**src/game_pkg.sv**
```systemverilog
package game_pkg;

    // Portrait number, 0 = no person, 1..9 = grid cells in row-major order.
    typedef logic [3:0] person_t;

    localparam person_t PERSON_NONE = 4'd0;  // Nobody chosen yet.

    // Outcome codes, shared with the peer board over the link.
    typedef enum logic [1:0] {
        RES_NONE = 2'b00,  // Game still running.
        RES_LOSE = 2'b01,  // Local player lost.
        RES_WIN  = 2'b10   // Local player won.
    } result_t;

    // Screen coordinate as delivered by the mouse decoder.
    typedef logic [11:0] coord_t;

    // Game phases, also shown on the display.
    typedef enum logic [2:0] {
        ST_IDLE      = 3'd0,  // After reset, waiting for start.
        ST_CHOOSE    = 3'd1,  // Player picks the secret person.
        ST_WAIT_PEER = 3'd2,  // Waiting for the peer to pick.
        ST_GUESS     = 3'd3,  // One click to guess.
        ST_DONE      = 3'd4   // Result shown.
    } game_state_t;

    // Shape of the portrait grid, fixed by the 4-bit person code.
    localparam int GRID_COLS = 3;
    localparam int GRID_ROWS = 3;

endpackage
```
**src/game_top.sv**
```systemverilog
`timescale 1ns/1ns

module game_top import game_pkg::*; #(
    parameter coord_t GRID_X0 = 12'd112,  // 800x600 screen, centred grid.
    parameter coord_t GRID_Y0 = 12'd84,
    parameter coord_t TILE_W  = 12'd192,
    parameter coord_t TILE_H  = 12'd144
) (
    input  logic        clk,
    input  logic        rst,
    input  coord_t      mouse_x,
    input  coord_t      mouse_y,
    input  logic        mouse_right,
    input  logic        start,
    input  person_t     peer_person,  // Async, from the peer board.
    input  logic        peer_ready,
    input  result_t     peer_result,
    output person_t     link_person,  // To the peer board.
    output logic        link_ready,
    output result_t     link_result,
    output result_t     result,
    output game_state_t state
);

    logic    pick_valid;
    person_t pick_id;
    logic    latch_own;
    logic    judge;
    logic    clear;
    logic    guessing;
    person_t peer_person_s;
    logic    peer_ready_s;
    result_t peer_result_s;

    pick_decoder #(
        .GRID_X0 (GRID_X0),
        .GRID_Y0 (GRID_Y0),
        .TILE_W  (TILE_W),
        .TILE_H  (TILE_H)
    ) u_pick_decoder (
        .clk         (clk),
        .rst         (rst),
        .mouse_x     (mouse_x),
        .mouse_y     (mouse_y),
        .mouse_right (mouse_right),
        .pick_valid  (pick_valid),
        .pick_id     (pick_id)
    );

    game_fsm u_game_fsm (
        .clk        (clk),
        .rst        (rst),
        .start      (start),
        .pick_valid (pick_valid),
        .peer_ready (peer_ready_s),
        .result     (result),
        .latch_own  (latch_own),
        .judge      (judge),
        .clear      (clear),
        .guessing   (guessing),
        .state      (state)
    );

    board_link u_board_link (
        .clk           (clk),
        .rst           (rst),
        .clear         (clear),
        .latch_own     (latch_own),
        .pick_id       (pick_id),
        .result        (result),
        .peer_person   (peer_person),
        .peer_ready    (peer_ready),
        .peer_result   (peer_result),
        .link_person   (link_person),
        .link_ready    (link_ready),
        .link_result   (link_result),
        .peer_person_s (peer_person_s),
        .peer_ready_s  (peer_ready_s),
        .peer_result_s (peer_result_s)
    );

    verdict_unit u_verdict_unit (
        .clk         (clk),
        .rst         (rst),
        .clear       (clear),
        .judge       (judge),
        .guessing    (guessing),
        .guess       (pick_id),
        .peer_person (peer_person_s),
        .peer_result (peer_result_s),
        .result      (result)
    );

endmodule

```
**src/game_fsm.sv**
```systemverilog
`timescale 1ns/1ns

module game_fsm import game_pkg::*; (
    input  logic        clk,
    input  logic        rst,
    input  logic        start,
    input  logic        pick_valid,
    input  logic        peer_ready,
    input  result_t     result,
    output logic        latch_own,
    output logic        judge,
    output logic        clear,
    output logic        guessing,
    output game_state_t state
);

    game_state_t state_nxt;

    always_ff @(posedge clk) begin
        if (rst) begin
            state <= ST_IDLE;
        end else begin
            state <= state_nxt;
        end
    end

    always_comb begin
        state_nxt = state;
        case (state)
            ST_IDLE: begin
                if (start) begin
                    state_nxt = ST_CHOOSE;
                end
            end
            ST_CHOOSE: begin
                if (pick_valid) begin
                    state_nxt = ST_WAIT_PEER;  // Secret person chosen.
                end
            end
            ST_WAIT_PEER: begin
                if (peer_ready) begin
                    state_nxt = ST_GUESS;
                end
            end
            ST_GUESS: begin
                if (result != RES_NONE) begin
                    state_nxt = ST_DONE;  // Local guess or peer result decided it.
                end
            end
            ST_DONE: begin
                if (start) begin
                    state_nxt = ST_CHOOSE;  // Next round.
                end
            end
            default: begin
                state_nxt = ST_IDLE;
            end
        endcase
    end

    // Strobes decode straight from the state, same cycle as the event.
    assign clear     = start && (state == ST_IDLE || state == ST_DONE);
    assign latch_own = pick_valid && (state == ST_CHOOSE);
    assign judge     = pick_valid && (state == ST_GUESS);
    assign guessing  = (state == ST_GUESS);

endmodule

```
**src/verdict_unit.sv**
```systemverilog
`timescale 1ns/1ns

module verdict_unit import game_pkg::*; (
    input  logic    clk,
    input  logic    rst,
    input  logic    clear,
    input  logic    judge,
    input  logic    guessing,
    input  person_t guess,
    input  person_t peer_person,
    input  result_t peer_result,
    output result_t result
);

    result_t result_nxt;

    // The first decision of a round wins, later events are ignored.
    always_comb begin
        result_nxt = result;
        if (result == RES_NONE) begin
            if (judge) begin
                if (guess == peer_person) begin
                    result_nxt = RES_WIN;  // Guessed the peer's person.
                end else begin
                    result_nxt = RES_LOSE;
                end
            end else if (guessing) begin
                // Peer judged first, take the opposite outcome.
                case (peer_result)
                    RES_WIN:  result_nxt = RES_LOSE;
                    RES_LOSE: result_nxt = RES_WIN;
                    default:  result_nxt = RES_NONE;
                endcase
            end
        end
    end

    always_ff @(posedge clk) begin
        if (rst || clear) begin
            result <= RES_NONE;
        end else begin
            result <= result_nxt;
        end
    end

endmodule

```
**src/board_link.sv**
```systemverilog
`timescale 1ns/1ns

module board_link import game_pkg::*; (
    input  logic    clk,
    input  logic    rst,
    input  logic    clear,
    input  logic    latch_own,
    input  person_t pick_id,
    input  result_t result,
    input  person_t peer_person,
    input  logic    peer_ready,
    input  result_t peer_result,
    output person_t link_person,
    output logic    link_ready,
    output result_t link_result,
    output person_t peer_person_s,
    output logic    peer_ready_s,
    output result_t peer_result_s
);

    // Outgoing secret person and ready flag.
    always_ff @(posedge clk) begin
        if (rst || clear) begin
            link_person <= PERSON_NONE;
            link_ready  <= 1'b0;
        end else if (latch_own) begin
            link_person <= pick_id;  // Held for the whole round.
            link_ready  <= 1'b1;
        end
    end

    // Local outcome goes out so the peer can mirror it.
    always_ff @(posedge clk) begin
        if (rst || clear) begin
            link_result <= RES_NONE;
        end else begin
            link_result <= result;
        end
    end

    // Incoming fields from the peer board.
    link_sync #(
        .payload_t (person_t)
    ) u_sync_person (
        .clk (clk),
        .rst (rst),
        .d   (peer_person),
        .q   (peer_person_s)
    );

    link_sync #(
        .payload_t (logic)
    ) u_sync_ready (
        .clk (clk),
        .rst (rst),
        .d   (peer_ready),
        .q   (peer_ready_s)
    );

    link_sync #(
        .payload_t (result_t)
    ) u_sync_result (
        .clk (clk),
        .rst (rst),
        .d   (peer_result),
        .q   (peer_result_s)
    );

endmodule

```
**src/pick_decoder.sv**
```systemverilog
`timescale 1ns/1ns

module pick_decoder import game_pkg::*; #(
    parameter coord_t GRID_X0 = 12'd112,
    parameter coord_t GRID_Y0 = 12'd84,
    parameter coord_t TILE_W  = 12'd192,
    parameter coord_t TILE_H  = 12'd144
) (
    input  logic    clk,
    input  logic    rst,
    input  coord_t  mouse_x,
    input  coord_t  mouse_y,
    input  logic    mouse_right,
    output logic    pick_valid,
    output person_t pick_id
);

    logic       btn_q;  // Button level from the previous edge.
    logic       press;
    logic [2:0] col_hit;  // {inside, index}.
    logic [2:0] row_hit;

    // Walks the tile boundaries of one axis and returns {inside, index}.
    function automatic logic [2:0] locate(input coord_t pos, input coord_t origin,
                                          input coord_t size, input int count);
        logic [2:0] found;
        int         offset;
        found  = 3'b000;
        offset = int'(pos) - int'(origin);
        if (pos >= origin) begin
            for (int i = 0; i < count; i++) begin
                if (!found[2] && offset < (i + 1) * int'(size)) begin
                    found = {1'b1, 2'(i)};
                end
            end
        end
        return found;
    endfunction

    assign press   = mouse_right && !btn_q;  // Rising edge of the button.
    assign col_hit = locate(mouse_x, GRID_X0, TILE_W, GRID_COLS);
    assign row_hit = locate(mouse_y, GRID_Y0, TILE_H, GRID_ROWS);

    always_ff @(posedge clk) begin
        if (rst) begin
            btn_q      <= 1'b0;
            pick_valid <= 1'b0;
        end else begin
            btn_q      <= mouse_right;
            pick_valid <= press && col_hit[2] && row_hit[2];  // Clicks off the grid are dropped.
        end
    end

    // Person number row * 3 + column + 1.
    always_ff @(posedge clk) begin
        if (press) begin
            pick_id <= person_t'(int'(row_hit[1:0]) * GRID_COLS + int'(col_hit[1:0]) + 1);
        end
    end

endmodule

```
**src/link_sync.sv**
```systemverilog
`timescale 1ns/1ns

module link_sync #(
    parameter type payload_t = logic
) (
    input  logic     clk,
    input  logic     rst,
    input  payload_t d,  // Asynchronous field from the peer board.
    output payload_t q   // Same field in the local clock domain.
);

    payload_t meta;  // First stage, may go metastable.
    payload_t stable;

    always_ff @(posedge clk) begin
        if (rst) begin
            meta   <= payload_t'(0);
            stable <= payload_t'(0);
        end else begin
            meta   <= d;
            stable <= meta;  // Two edges from d to q.
        end
    end

    assign q = stable;

endmodule

```
**config.mk**
```make
export PLATFORM = sky130hd
export DESIGN_NAME = game_top
export DESIGN_NICKNAME = d
export VERILOG_FILES = /design/src/game_pkg.sv /design/src/game_top.sv /design/src/game_fsm.sv /design/src/verdict_unit.sv /design/src/board_link.sv /design/src/pick_decoder.sv /design/src/link_sync.sv
export SDC_FILE = /design/constraint.sdc
export NUM_CORES = 1
export LEC_CHECK = 0
export CORE_UTILIZATION = 30
export CTS_BUF_LIST = sky130_fd_sc_hd__clkbuf_2 sky130_fd_sc_hd__clkbuf_4 sky130_fd_sc_hd__clkbuf_8
export DETAILED_ROUTE_END_ITERATION = 8
export DONT_BUFFER_PORTS = 1
export PLACE_DENSITY = 0.55
export SYNTH_ARGS = -nofsm -noshare
export SYNTH_HDL_FRONTEND = slang
export SYNTH_SLANG_ARGS = --single-unit
export TNS_END_PERCENT = 1
```
**constraint.sdc**
```tcl
create_clock -name clk -period 3 [get_ports clk]
set_input_delay 0 -clock clk [delete_from_list [all_inputs] [get_ports clk]]
set_output_delay 0 -clock clk [all_outputs]
set_load 0.05 [all_outputs]
```
==> run summary, run 1 <==
Status: complete, but fails checks
Failing checks: negative hold slack
Multi-input logic area: 708 um2
Type of origin of the critical path: input pin
Fin crit period: 2.14 ns
Setup TNS: 0 ns
Die Y: 71.0 um
Vias in the first global route: 994
Internal cell power: 737 uW
CTS root buf: clkbuf_8
Synth Cell Area: 1430 um2
Final #Nets: 196
Final worst-path cycle share: 0.714
Sequential Power Share: 0.499
Yosys cell types: 38
Routed Antenna Nets: 0
Maximum clock path buffer count: 2
CTS buffer count: 5
Fin area: 1700 um2
Clock slew seen by the registers of the worst setup and hold paths: 0.06 ns
Most common cell after layout, fill and taps aside: dfxtp_1
Synthesis-stage register bit count: 32
TritonCTS clock tree: done
Critical Path Sink Type: flip-flop
Initial core utilization: 0.319
Synth-to-Final Area Change: 19.4%
Area leader, netlist: dfxtp_1
Register Area: 681 um2
Syn avg cell area: 10.1 um2
Mux cell area share after synthesis: 0.0280
Post-DP HPWL: 2.02 mm
Post-synthesis sequential area ratio: 0.477
Most frequent cells in the layout: dfxtp_1, nor2b_1, nor2_1, dlygate4sd3_1, a21oi_1
Crit-path max FO: 5
GRT overflow: 0
First-pass GRT wire length: 4.22 mm
Sw Ratio: 0.199
Gpl congestion: 0.760
Avg WL per Cell: 12.6 um
Total power: 920 uW
Yosys warnings: 0
Adder-cell share of the synthesized area: 0.0543
Max Cap Viol: 0
Post-synth EDFFs: 4
Worst EP required: 3.03 ns
Die width: 71.0 um
HP Class: in2reg
Final WS setup: 0.858 ns
PD cells: 540 nW/um2
Vias: 1,030
Skew-Pair Late Insertion Delay: 0.27 ns
First-pass DRT Iterations: 8
Cell count after synthesis: 141
Deepest level of the CTS H-tree: 2
Final wirelength: 2.63 mm
Placed inst area: 1470 um2
Syn_nets: 181
GRT Util Overall: 0.109
Final Util: 0.381
Post-CTS resize count: 0
Via density: 4.93
WP data arrival: 2.17 ns
Initial antenna violation count: 0
Core Area: 4470 um2
R2r setup slk: 1.25 ns
Gate power share: 0.068
Worst Tran Pin Value: 0.746 ns
Most used DFF post-synth: dfxtp_1
Clock skew: 0.00703 ns
Die area: 5040 um2
Unrepaired setup endpoints after global routing: false
Fin cells: 209
Final Hold Vio Count: 1
Row cnt: 24
Compound-cell area share of the yosys netlist: 0.129
# IOs: 47
Post-Synth XOR/XNOR Area: 0.0368
1st-iter DRT viols: 56
Clock network fraction of design power: 0.433
Worst slack, placed: 0.532 ns
Synth top area cells: dfxtp_1, edfxtp_1, nor2b_1
Max-slew violations: 0
Fill count: 441
Placed Cells: 189
Slew HR: 0.502
Psw: 183 uW
Sink Count: 32
Peak supply drop: 0.285 mV
Worst setup path class: in2reg
Largest family of logic cells by synthesized area: simple AND/OR/NAND/NOR gates
I/O Buffers: 0
Post-Synth Simple-Gate Area: 0.248
Final Setup Violations: 0
Layout cells sized above 1: 0.0955
Async S/R FF share, synth: 0
Largest net degree at the start of global routing: 22
Inserted Diodes: 0
Residual DRC count: 0
Top achievable clock speed: 467 MHz
WHS: -0.00799 ns
Yosys top cell area share: 0.393
Leakage: 0.672 nW
-- area by class of cell --
type                       count  share of cell area
clock inverter                 2              0.0206
sequential                    32               0.399
tap                           52              0.0382
multi-input combinational    100               0.416
inverter                       5              0.0110
timing repair buffer          12              0.0705
clock buffer                   6              0.0448
-- kinds of logic after synthesis --
| family | after synthesis |
|---|---|
| AND/OR/NAND/NOR | 60 |
| flip-flops | 32 |
| AO/OA/AOI/OAI | 25 |
| buffers and inverters | 9 |
| XOR/XNOR | 6 |
| adder cells (fa/ha/maj) | 5 |
| multiplexers | 4 |
-- state kept, by name (all words and copies together) (netlist names) --
name / cells
u_board_link.link_person: 4
u_board_link.u_sync_person.meta: 4
u_board_link.u_sync_person.q: 4
u_pick_decoder.pick_id: 4
u_game_fsm.state: 3
u_board_link.link_result: 2
u_board_link.u_sync_result.meta: 2
u_board_link.u_sync_result.q: 2
u_verdict_unit.result: 2
u_board_link.link_ready: 1
u_board_link.u_sync_ready.meta: 1
u_board_link.u_sync_ready.q: 1
u_pick_decoder.btn_q: 1
u_pick_decoder.pick_valid: 1
-- worst max-delay path: stages --
cell	delay, ns
nor4b_1	0.26
and4_1	0.25
a31oi_1	0.05
a311oi_1	0.43
fa_1	0.54
ha_1	0.32
a21o_1	0.15
a21o_1	0.17
-- per-layer routing --
layer	vias to the layer above	global-route usage	wire length [um]
met4	0	0.0467	14
li1	529	-	-
met5	-	0	0
met1	463	0.111	1110
met2	36	0.192	1310
met3	2	0.0513	196
-- power by group through the flow --
stage	logic, mW	clock network [mW]	registers [mW]
floorplan	0.0429	0	0.467
global placement	0.0443	0	0.469
detailed placement	0.0470	0	0.469
CTS	0.0632	0.408	0.459
global route	0.0700	0.429	0.461
finish	0.0623	0.399	0.459
-- cell usage after synthesis (2+ instances only) --
cell type and count:
a21o_1 3, a21oi_1 8, a31oi_1 5, and2_1 2, and4bb_2 2, clkbuf_1 2
dfxtp_1 28, edfxtp_1 4, fa_1 2, ha_1 3, inv_1 5, mux2i_1 4
nand2_1 5, nand3_1 2, nand3b_1 2, nor2_1 12, nor2b_1 19, nor3_1 5
nor4_1 2, nor4b_1 2, or2_2 3, xor2_1 5
-- path summary, 6_finish.rpt --
kind,startpoint,cells after the start,endpoint
worst max-delay path,mouse_y[8],8,u_pick_decoder.pick_id[3]
worst min-delay path,mouse_y[9],3,u_pick_decoder.pick_valid
worst max register to register,u_game_fsm.state[0],4,u_board_link.link_person[0]
worst min register to register,u_board_link.u_sync_result.meta[1],1,u_board_link.u_sync_result.q[1]
-- timing repair --
item | 4_1_cts | 5_1_grt
endpoints found under the setup margin | 0 | 0
hold buffers | 12 | 0
endpoints found under the hold margin | 26 | 0
buffers inserted | 0 | 0
No activity file was read; power rests on OpenSTA's default activity.
==> inputs of run 2 (changes only) <==
==> constraint.sdc (replaced) <==
create_clock -name clk -period 2.24 [get_ports clk]
set_input_delay 0 -clock clk [delete_from_list [all_inputs] [get_ports clk]]
set_output_delay 0 -clock clk [all_outputs]
set_load 0.05 [all_outputs]
==> run 2 against run 1 <==
- the run now ends clean
- routed wire length increased by 0.42%
- sequential share of layout area decreased by 1.7 points
- clock power is 46% higher
- utilization up 1.7 points
- non-clock buffer count is 7 higher
- highest routed layer unchanged
==> run summary, run 2 (synthesized netlist as in run 1, its figures left out) <==
Status: completed
Type of origin of the critical path: input pin
Fin area: 1780 um2
Fill count: 453
First-pass GRT wire length: 4.63 mm
Deepest level of the CTS H-tree: 2
Synth-to-Final Area Change: 24.7%
Post-CTS resize count: 0
Fin crit period: 2.02 ns
FF-to-FF path depth: 4
Inserted Diodes: 0
Top achievable clock speed: 494 MHz
I/O Buffers: 0
Max-slew violations: 0
TritonCTS clock tree: done
Worst setup path class: in2reg
CP Cell Sequence: nor3_1 > and4_1 > a31oi_1 > a311oi_2 > fa_1 > ha_1 > a21o_1 > a21o_1
Skew-Pair Late Insertion Delay: 0.28 ns
GRT Util Overall: 0.117
Vias: 1,068
Total power: 1.29 mW
GRT overflow: 0
Clock skew: 0.00614 ns
HP Class: in2reg
Fin cells: 216
Die width: 71.0 um
CP max stage cell: fa_1
1st-iter DRT viols: 49
# IOs: 47
Routed Antenna Nets: 0
Via density: 4.94
Placed inst area: 1520 um2
Initial core utilization: 0.319
Vias in the first global route: 1,122
PD cells: 724 nW/um2
Maximum clock path buffer count: 2
Largest net degree at the start of global routing: 22
Peak supply drop: 0.310 mV
Layout cells sized above 1: 0.134
Most frequent CP cell: a21o_1
Most common cell after layout, fill and taps aside: dfxtp_1
Sink Count: 32
Clock slew seen by the registers of the worst setup and hold paths: 0.07 ns
Worst EP required: 2.27 ns
Post-DP HPWL: 2.05 mm
Leakage: 0.717 nW
Final wirelength: 2.65 mm
Final Setup Violations: 0
Final Hold Vio Count: 0
Gpl congestion: 0.763
Die Y: 71.0 um
Avg WL per Cell: 12.2 um
Most frequent cells in the layout: dfxtp_1, nor2b_1, dlygate4sd3_1, nor2_1, a21oi_1
Unrepaired setup endpoints after global routing: false
Max Cap Viol: 0
Critical Path Sink Type: flip-flop
Final #Nets: 203
Crit-path max FO: 3
Initial antenna violation count: 0
Die area: 5040 um2
Core Area: 4470 um2
CTS buffer count: 5
CTS root buf: clkbuf_8
Slew HR: 0.533
First-pass DRT Iterations: 6
Setup TNS: 0 ns
Placed Cells: 195
Max incr delay on CP: 0.50 ns
Row cnt: 24
WP data arrival: 2.05 ns
Residual DRC count: 0
Worst Tran Pin Value: 0.698 ns
WHS Path Cells: 4
Final worst-path cycle share: 0.904
## run 2: area by class of cell
class,instances,area (um2),area share
Clock buffer,7,96.3,0.0541
Clock inverter,1,30.0,0.0169
Inverter,5,18.8,0.0105
Multi-Input combinational cell,100,714,0.401
Sequential cell,32,681,0.382
Tap cell,52,65.1,0.0365
Timing Repair Buffer,19,175,0.0984
## run 2: path summary, 6_finish.rpt
check / start / endpoint / slack [ns]
max reg2reg: u_game_fsm.state[2] / u_verdict_unit.result[1] / 0.65
min: start / u_game_fsm.state[0] / 0.03
min reg2reg: u_board_link.u_sync_person.meta[1] / u_board_link.u_sync_person.q[1] / 0.44
max: mouse_y[3] / u_pick_decoder.pick_id[3] / 0.22
## run 2: critical path, delay by kind of cell
family                     cells  cell delay [ns]
and+or+nand+nor                2             0.51
AOI/OAI and AO/OA              4             0.73
adders and majority gates      2             0.82
## run 2: power by group
group / internal (mW) / leakage [nW] / switching, mW
Combinational: 0.0493 / 0.384 / 0.0467
Sequential: 0.600 / 0.269 / 0.00952
Clock: 0.392 / 0.0645 / 0.192
Total: 1.04 / 0.717 / 0.248
## run 2: layer usage
metal / wire length (um) / up-vias / global-route usage
met4: 21 / 0 / 0.0400
met3: 197 / 5 / 0.0527
li1: - / 540 / -
met5: 0 / - / 0
met1: 1110 / 483 / 0.127
met2: 1320 / 40 / 0.202
## run 2: through the flow
stage	utilization	setup slack, ns	hold slack, ns
5_1_grt	0.398	0.0760	0.0713
3_5_place_dp	0.341	-0.0590	0.0771
4_1_cts	0.398	0.230	0.0221
3_3_place_gp	0.341	0.0141	0.0756
2_1_floorplan	-	0.0552	0.128
6_report	0.398	0.215	0.0345
## run 2: repair_timing
action / 4_1_cts / 5_1_grt
setup buffers: 0 / 0
hold endpoints to repair: 26 / 0
hold buffers: 13 / 0
